==> config.mk <==
export PLATFORM = sky130hd
export DESIGN_NAME = board_io_harness
export DESIGN_NICKNAME = d
export VERILOG_FILES = /design/src/common/io_harness_pkg.sv /design/src/common/io_port_if.sv /design/src/hdl/board_io_harness.sv /design/src/hdl/io_cmd_router.sv /design/src/port_bank/io_port_bank.sv
export VERILOG_INCLUDE_DIRS = /design/src /design/src/common
export SDC_FILE = /design/constraint.sdc
export NUM_CORES = 1
export LEC_CHECK = 0
export ABC_AREA = 1
export BUFFER_PORTS_ARGS = -buffer_cell sky130_fd_sc_hd__buf_2
export CAP_MARGIN = 20
export CORE_ASPECT_RATIO = 0.75
export CORE_UTILIZATION = 45
export CTS_CLUSTER_DIAMETER = 150
export DETAILED_ROUTE_END_ITERATION = 6
export PLACE_DENSITY = 0.58
export SLEW_MARGIN = 25
export SYNTH_ARGS = -nofsm -noshare
export SYNTH_HDL_FRONTEND = slang
export SYNTH_HIERARCHICAL = 1
export SYNTH_SLANG_ARGS = --single-unit
==> constraint.sdc <==
create_clock -name clock -period 6.27 [get_ports clock]
set_input_delay 1.254 -clock clock [delete_from_list [all_inputs] [get_ports clock]]
set_output_delay 1.254 -clock clock [all_outputs]
set_load 0.03 [all_outputs]
==> src/common/io_harness_cfg.svh <==
`ifndef IO_HARNESS_CFG_SVH
`define IO_HARNESS_CFG_SVH

// Bank geometry
`define IO_LANES    4                       // Lanes per bank
`define IO_WORD_W   8                       // Bits per lane
`define IO_BUS_W    (`IO_LANES * `IO_WORD_W) // Flattened lane bus, also serial depth

// Command stream
`define IO_CMD_W    16                      // Command word width

// Command field encodings
`define IO_OP_WR    1'b1                    // op bit for a write
`define IO_OP_RD    1'b0                    // op bit for a read
`define IO_PORT_A   1'b0                    // Bank A select
`define IO_PORT_B   1'b1                    // Bank B select

// Board overlay on bank A
`define IO_DIP_LANE 0                       // Lane read back as the switches
`define IO_BTN_LANE 1                       // Lane whose low bits are the buttons
`define IO_BTN_W    2                       // Number of push buttons

// LED register source
`define IO_LED_LANE 0                       // Bank B lane mirrored on the LEDs

`endif

==> src/common/io_harness_pkg.sv <==
`include "io_harness_cfg.svh"

package io_harness_pkg;

    // Lane number within one bank
    typedef logic [$clog2(`IO_LANES)-1:0] lane_idx_t;

    // Write view, op = 1
    typedef struct packed {
        logic                  op;      // 1 for a write
        logic                  port;    // 0 selects A, 1 selects B
        lane_idx_t             lane;    // Target output lane
        logic [3:0]            spare;   // Ignored
        logic [`IO_WORD_W-1:0] wdata;   // New lane value
    } io_cmd_wr_t;

    // Read view, op = 0
    typedef struct packed {
        logic                  op;      // 0 for a read
        logic                  port;    // Bank select
        lane_idx_t             lane;    // Input lane to sample
        logic                  invert;  // Complement after masking
        logic [2:0]            spare;   // Ignored
        logic [`IO_WORD_W-1:0] mask;    // AND mask on the input word
    } io_cmd_rd_t;

    // One command word, two decodes. op, port and lane sit in the same
    // place in both views, so either view can be used to pick the path
    typedef union packed {
        io_cmd_wr_t wr;
        io_cmd_rd_t rd;
    } io_cmd_t;

endpackage

==> src/common/io_port_if.sv <==
`include "io_harness_cfg.svh"

interface io_port_if;
    import io_harness_pkg::*;

    // Router to bank
    logic                  we;        // One-cycle write strobe
    lane_idx_t             lane;      // Addressed lane, shared by read and write
    logic [`IO_WORD_W-1:0] wdata;     // Write data

    // Bank to router
    logic [`IO_WORD_W-1:0] rdata;     // Input lane at lane, combinational
    logic [`IO_WORD_W-1:0] odata;     // Output register at lane, pre-write value
    logic [`IO_BUS_W-1:0]  out_bus;   // All output lanes, lane 0 in the low byte
    logic [`IO_LANES-1:0]  wren_bus;  // Registered per-lane write strobes

    modport router (
        output we, lane, wdata,
        input  rdata, odata, out_bus, wren_bus
    );

    modport bank (
        input  we, lane, wdata,
        output rdata, odata, out_bus, wren_bus
    );

endinterface

==> src/hdl/board_io_harness.sv <==
`include "io_harness_cfg.svh"

module board_io_harness (
    input  logic                 clock,
    input  logic                 arst_n,

    // Command stream in place of the CPU
    input  logic                 cmd_valid,
    output logic                 cmd_ready,
    input  logic [`IO_CMD_W-1:0] cmd_word,

    // Responses
    output logic                 rsp_valid,
    input  logic                 rsp_ready,
    output logic [7:0]           rsp_data,

    // Board switches and buttons
    input  logic [7:0]           dip_switch,
    input  logic [1:0]           push_button,

    // Serial pins and reduced outputs per bank
    input  logic                 a_serial_in,
    input  logic                 b_serial_in,
    output logic                 a_wren_pin,
    output logic                 a_out_pin,
    output logic                 b_wren_pin,
    output logic                 b_out_pin,
    output logic [7:0]           led
);

    io_port_if port_a_if ();     // Router to bank A
    io_port_if port_b_if ();     // Router to bank B

    io_port_bank bank_a (
        .clock     (clock),
        .arst_n    (arst_n),
        .serial_in (a_serial_in),
        .bus       (port_a_if)
    );

    io_port_bank bank_b (
        .clock     (clock),
        .arst_n    (arst_n),
        .serial_in (b_serial_in),
        .bus       (port_b_if)
    );

    io_cmd_router router (
        .clock       (clock),
        .arst_n      (arst_n),
        .cmd_valid   (cmd_valid),
        .cmd_ready   (cmd_ready),
        .cmd_word    (cmd_word),   // Raw word, decoded as a union inside
        .rsp_valid   (rsp_valid),
        .rsp_ready   (rsp_ready),
        .rsp_data    (rsp_data),
        .dip_switch  (dip_switch),
        .push_button (push_button),
        .port_a      (port_a_if),
        .port_b      (port_b_if),
        .a_wren_pin  (a_wren_pin),
        .a_out_pin   (a_out_pin),
        .b_wren_pin  (b_wren_pin),
        .b_out_pin   (b_out_pin),
        .led         (led)
    );

endmodule

==> src/hdl/io_cmd_router.sv <==
`include "io_harness_cfg.svh"

module io_cmd_router (
    input  logic                    clock,
    input  logic                    arst_n,

    // Command stream
    input  logic                    cmd_valid,
    output logic                    cmd_ready,
    input  io_harness_pkg::io_cmd_t cmd_word,

    // Response stream
    output logic                    rsp_valid,
    input  logic                    rsp_ready,
    output logic [7:0]              rsp_data,

    // Board inputs overlaid on bank A
    input  logic [7:0]              dip_switch,
    input  logic [1:0]              push_button,

    // Bank links
    io_port_if.router               port_a,
    io_port_if.router               port_b,

    // Reduced board outputs
    output logic                    a_wren_pin,
    output logic                    a_out_pin,
    output logic                    b_wren_pin,
    output logic                    b_out_pin,
    output logic [7:0]              led
);

    import io_harness_pkg::*;

    localparam int WORD_W = `IO_WORD_W;

    logic              run_q;         // Low until the first edge after reset
    logic              accept;        // Command transfers this cycle
    logic              is_wr;         // Decoded op
    logic              to_b;          // Decoded bank
    lane_idx_t         sel_lane;      // Decoded lane
    logic [WORD_W-1:0] sel_rdata;     // Input word from the addressed bank
    logic [WORD_W-1:0] sel_odata;     // Pre-write output word
    logic [WORD_W-1:0] in_word;       // Input word after the board overlay
    logic [WORD_W-1:0] masked_word;
    logic [WORD_W-1:0] rd_result;
    logic [WORD_W-1:0] rsp_next;      // Value for the response buffer

    // Handshake
    always_ff @(posedge clock or negedge arst_n) begin
        if (!arst_n) begin
            run_q <= 1'b0;
        end else begin
            run_q <= 1'b1;
        end
    end

    // Buffer free, or draining this cycle
    assign cmd_ready = run_q && (!rsp_valid || rsp_ready);
    assign accept    = cmd_valid && cmd_ready;

    // Decode, op/port/lane share positions in both views
    assign is_wr    = (cmd_word.wr.op == `IO_OP_WR);
    assign to_b     = (cmd_word.wr.port == `IO_PORT_B);
    assign sel_lane = cmd_word.wr.lane;

    // Both banks see lane and data, only the addressed one gets we
    assign port_a.lane  = sel_lane;
    assign port_b.lane  = sel_lane;
    assign port_a.wdata = cmd_word.wr.wdata;
    assign port_b.wdata = cmd_word.wr.wdata;
    assign port_a.we    = accept && is_wr && !to_b;
    assign port_b.we    = accept && is_wr && to_b;

    assign sel_rdata = to_b ? port_b.rdata : port_a.rdata;
    assign sel_odata = to_b ? port_b.odata : port_a.odata;

    // Switches and buttons replace bank A's low input bits
    always_comb begin
        in_word = sel_rdata;
        if (!to_b) begin
            if (sel_lane == lane_idx_t'(`IO_DIP_LANE)) begin
                in_word = dip_switch;
            end else if (sel_lane == lane_idx_t'(`IO_BTN_LANE)) begin
                in_word[`IO_BTN_W-1:0] = push_button;
            end
        end
    end

    assign masked_word = in_word & cmd_word.rd.mask;
    assign rd_result   = cmd_word.rd.invert ? ~masked_word : masked_word;
    assign rsp_next    = is_wr ? sel_odata : rd_result;   // Write returns old value

    // One-entry response buffer
    always_ff @(posedge clock or negedge arst_n) begin
        if (!arst_n) begin
            rsp_valid <= 1'b0;
        end else if (accept) begin
            rsp_valid <= 1'b1;
        end else if (rsp_ready) begin
            rsp_valid <= 1'b0;                            // Drained, nothing new
        end
    end

    always_ff @(posedge clock) begin
        if (accept) begin
            rsp_data <= rsp_next;                         // Held until the next accept
        end
    end

    // Pin reducers, one cycle behind the bank buses
    always_ff @(posedge clock or negedge arst_n) begin
        if (!arst_n) begin
            a_wren_pin <= 1'b0;
            a_out_pin  <= 1'b0;
            b_wren_pin <= 1'b0;
            b_out_pin  <= 1'b0;
        end else begin
            a_wren_pin <= |port_a.wren_bus;
            a_out_pin  <= ^port_a.out_bus;
            b_wren_pin <= |port_b.wren_bus;
            b_out_pin  <= ^port_b.out_bus;
        end
    end

    // LEDs track bank B lane 0 on its strobe
    always_ff @(posedge clock or negedge arst_n) begin
        if (!arst_n) begin
            led <= '0;
        end else if (port_b.wren_bus[`IO_LED_LANE]) begin
            led <= port_b.out_bus[`IO_LED_LANE*WORD_W +: WORD_W];
        end
    end

endmodule

==> src/port_bank/io_port_bank.sv <==
`include "io_harness_cfg.svh"

module io_port_bank (
    input  logic    clock,
    input  logic    arst_n,
    input  logic    serial_in,   // Board pin feeding the input lanes
    io_port_if.bank bus
);

    localparam int LANES  = `IO_LANES;
    localparam int WORD_W = `IO_WORD_W;
    localparam int BUS_W  = `IO_BUS_W;

    logic [BUS_W-1:0]  shift_q;           // Serial deserializer, newest bit at 0
    logic [WORD_W-1:0] out_q [LANES];     // Output lane registers
    logic [LANES-1:0]  wren_q;            // Strobes, one cycle after the write
    logic [LANES-1:0]  lane_hot;          // Decoded lane select

    // Input side
    always_ff @(posedge clock or negedge arst_n) begin
        if (!arst_n) begin
            shift_q <= '0;
        end else begin
            shift_q <= {shift_q[BUS_W-2:0], serial_in};   // Older bits move up
        end
    end

    // Lane k lives in bits 8k+7 down to 8k
    assign bus.rdata = shift_q[bus.lane*WORD_W +: WORD_W];

    // Lane decode
    always_comb begin
        lane_hot = '0;
        lane_hot[bus.lane] = 1'b1;
    end

    // Output lanes, written at the acceptance edge
    always_ff @(posedge clock or negedge arst_n) begin
        if (!arst_n) begin
            for (int k = 0; k < LANES; k++) begin
                out_q[k] <= '0;
            end
        end else if (bus.we) begin
            out_q[bus.lane] <= bus.wdata;
        end
    end

    // Strobe follows the write by one cycle and lasts one cycle
    always_ff @(posedge clock or negedge arst_n) begin
        if (!arst_n) begin
            wren_q <= '0;
        end else if (bus.we) begin
            wren_q <= lane_hot;                           // Only the written lane
        end else begin
            wren_q <= '0;
        end
    end

    // Old value of the addressed lane, used as the write response
    assign bus.odata = out_q[bus.lane];

    // Flatten lanes for the pin reducers and LED tap
    always_comb begin
        for (int k = 0; k < LANES; k++) begin
            bus.out_bus[k*WORD_W +: WORD_W] = out_q[k];
        end
    end

    assign bus.wren_bus = wren_q;

endmodule

==> results.txt <==
----------------------------------------------------
[Synthesis]
  Post-synth design cell area ... 0.00881 mm2
  Count of unique library cells instantiated by Yosys ... 32
  Synth Area per Inst ... 6.92 um2
  Post-synthesis net count ... 1305
  Cells after Synth ... 1273
  Fraction of the yosys area taken by sequential cells ... 45.3%
  Flip-flop and latch count after synthesis ... 158
  Warnings from Yosys ... 6

[Placed design]
  Dpl ws ... 2.72 ns
  Routability-driven placement congestion ratio ... 0.785
  DP HPWL ... 15400 um
  Input/output buffers ... 50
  Placement-stage cell area ... 0.00900 mm2

[Routing]
  Total vias in the final route ... 7607
  DRC errors left ... 0
  WL/cell ... 14.2 um
  Iteration count of the initial detailed-routing pass ... 5
  Remaining number of nets flagged by the antenna check after routing ... 0
  Via-per-instance ratio ... 4.90
  Number of DRC violations after detailed-routing iteration 0 ... 557
  Wirelength, routed ... 22100 um

[Job]
  Max-Cap Viols ... 0

[Timing]
  Final critical-path setup slack ... 3.14 ns
  Slew HR ... 44.8%
  Layout Skew ... 0.0125 ns
  Final worst-path cycle share ... 49.9%
  Worst hold margin ... 0.374 ns
  RSZ-0062 raised after global routing ... no
  Highest attainable clock frequency ... 319 MHz
  Hold Fails Final Rpt ... 0
  Count of endpoints failing setup in the final report ... 0
  Post-Route Setup TNS ... 0 ns
  Tmin final ... 3.13 ns
  Worst Max-Slew Pin Slew ... 0.828 ns
  Max-slew violations ... 0

[Clocking]
  H-tree depth ... 4
  Number of buffers on the longest clock path ... 2
  CTS root buf ... sky130_fd_sc_hd__clkbuf_16
  Post-CTS Repair Setup Buffers ... 0
  Count of instances resized after the clock tree is built ... 0
  Total of hold buffers inserted after clock tree synthesis ... 0
  CTS tree ... yes
  Number of buffers created by CTS ... 17
  Latest clock arrival within the worst-skew pair ... 0.43 ns
  Clock-pin slew on the worst setup and hold paths ... 0.07 ns
  Clock sink count ... 158

[Critical path]
  CP Data Required Time ... 6.45 ns
  WP data arrival ... 3.31 ns
  Max FO, Critical Path ... 24
  Category of the most critical setup path ... input pin to register
  Cell count of the worst reg-to-reg path ... 10
  Crit. End Element ... register
  Kind of start point of the critical path ... input pin

[Global route]
  Antenna violations before repair ... 0
  Vias in the first global route ... 6808
  Remaining Overflow, GRT ... 0
  Total GRT Usage ... 23.6%
  Maximum number of pins on one net before global-route repair ... 105
  Wire length of the first global-routing pass ... 35700 um

[Hold path]
  Hold Crit Depth ... 0
  Type of the worst min-delay path ... register to register

[Cells and area]
  Area of all placed cells without fillers ... 0.00961 mm2
  Nets@finish ... 1326
  Top library cells by usage in the layout, fill and taps aside ... sky130_fd_sc_hd__nand2_1, sky130_fd_sc_hd__dfrtp_1, sky130_fd_sc_hd__inv_1, sky130_fd_sc_hd__nand3_1, sky130_fd_sc_hd__buf_2
  Area grow syn2layout ... 8.99%
  Most common cell after layout, fill and taps aside ... sky130_fd_sc_hd__nand2_1
  Count of antenna diodes in the layout ... 0
  Share of layout cells above drive strength 1 ... 8.88%

[Power]
  Psw ... 1.19 mW
  Total Power ... 3.16 mW
  Power density over the cells ... 329 mW/mm2
  Clock share of power ... 33.0%
  Internal portion of total power ... 1.97 mW
  Net switching fraction of the power ... 37.6%
  Worst VDD drop ... 0.000138 V
  Fraction of power consumed by sequential logic ... 40.2%
  Combinational cell fraction of total power ... 26.8%
  Leakage power total ... 5.48 nW

[Die]
  Core Box Area ... 0.0188 mm2
  Initial Util ... 46.8%
  Number of rows in the core area ... 43
  Number of top-level design ports ... 54
  Die footprint ... 0.0202 mm2
  Die Span Y ... 123 um
  Die X-Extent ... 164 um

[Outcome]
  Result of the run ... complete, no violations

----------------------------------------------------
[sequential cells by signal, summed over array words and instances (netlist names)]
| name | flops |
|---|---|
| bank_b/bus.wren_bus | 4 |
| router/a_out_pin | 1 |
| bank_a/bus.out_bus | 32 |
| router/a_wren_pin | 1 |
| router/rsp_data | 8 |
| bank_b/shift_q | 32 |
| router/rsp_valid | 1 |
| bank_b/bus.out_bus | 32 |
| router/led | 8 |
| router/b_wren_pin | 1 |
| bank_a/shift_q | 32 |
| router/run_q | 1 |
| router/b_out_pin | 1 |
| bank_a/bus.wren_bus | 4 |
[kinds of logic after synthesis]
family                    after synthesis  share of synthesized area (%)
AOI/OAI and AO/OA                      34                           2.36
xor gates and xnor gates                6                          0.596
buffers and inverters                 140                           8.83
DFF                                   158                           45.3
other                                   1                         0.0425
and+or+nand+nor                       934                           42.9
[metal layers]
metal	share of wire, %	vias up	track usage (%)	routed length, um
li1	-	3909	-	-
met1	52	3489	35.6	11500
met2	42	186	34.6	9240
met3	4.7	23	4.19	1050
met4	1.5	0	6.13	322
met5	0	-	0	0
[cell type report]
type                       count  area, um2
timing repair buffer          56        307
fill                        1929       9230
clock inverter                14        165
multi-input combinational    975       4050
inverter                      86        340
clock buffer                  18        439
tap                          247        309
sequential                   158       3990
[power by group through the flow]
stage               clock (mW)  sequential [mW]  combinational, mW
floorplan                    0             1.30              0.618
global placement             0             1.28              0.829
detailed placement           0             1.29              0.844
CTS                       1.06             1.27              0.847
global route              1.11             1.29              0.986
finish                    1.04             1.27              0.845
[path summary, 6_finish.rpt]
kind,start,end,slack [ns]
worst max-delay path,cmd_word[13],router/rsp_data[0],3.14
worst min-delay path,bank_b/shift_q[18],bank_b/shift_q[19],0.37
worst max register to register,router/rsp_valid,bank_a/bus.out_bus[8],4.22
worst min register to register,bank_b/shift_q[18],bank_b/shift_q[19],0.37
max in group asynchronous,arst_n,bank_b/bus.out_bus[0],4.16
min in group asynchronous,arst_n,router/a_out_pin,0.90
[cells in the mapped netlist, drive strengths merged]
library cell | count | share of area (%)
nor3 | 1 | 0.057
or4 | 2 | 0.17
nor2 | 40 | 2.5
o21a | 1 | 0.085
xnor2 | 4 | 0.40
xor2 | 2 | 0.20
nand3 | 70 | 4.7
a21oi | 10 | 0.57
conb | 1 | 0.043
buf | 51 | 4.6
clkbuf | 3 | 0.35
edfxtp | 8 | 2.7
dfrtp | 150 | 43
or2 | 2 | 0.14
o22ai | 6 | 0.43
o211ai | 7 | 0.71
inv | 86 | 3.9
nand2 | 819 | 35
o21ai | 10 | 0.57
[worst max-delay path: stages]
cell                       delay, ns
sky130_fd_sc_hd__buf_2          0.51
sky130_fd_sc_hd__buf_4          0.46
sky130_fd_sc_hd__inv_2          0.23
sky130_fd_sc_hd__nand2_1        0.11
sky130_fd_sc_hd__nand2_1        0.06
sky130_fd_sc_hd__a21oi_1        0.15
sky130_fd_sc_hd__nand3_1        0.10
sky130_fd_sc_hd__o211ai_1       0.19
sky130_fd_sc_hd__nand2_1        0.09
sky130_fd_sc_hd__nand2_1        0.07
sky130_fd_sc_hd__o21ai_0        0.07
[per-stage QoR]
step | utilization (%) | cells
after floorplan | - | 1273
after CTS | 51.0 | 1554
after global placement | 47.8 | 1522
final | 51.0 | 1554
after global routing | 51.0 | 1554
after detailed placement | 47.8 | 1522
Note: power is estimated with default switching activity, not from simulation.
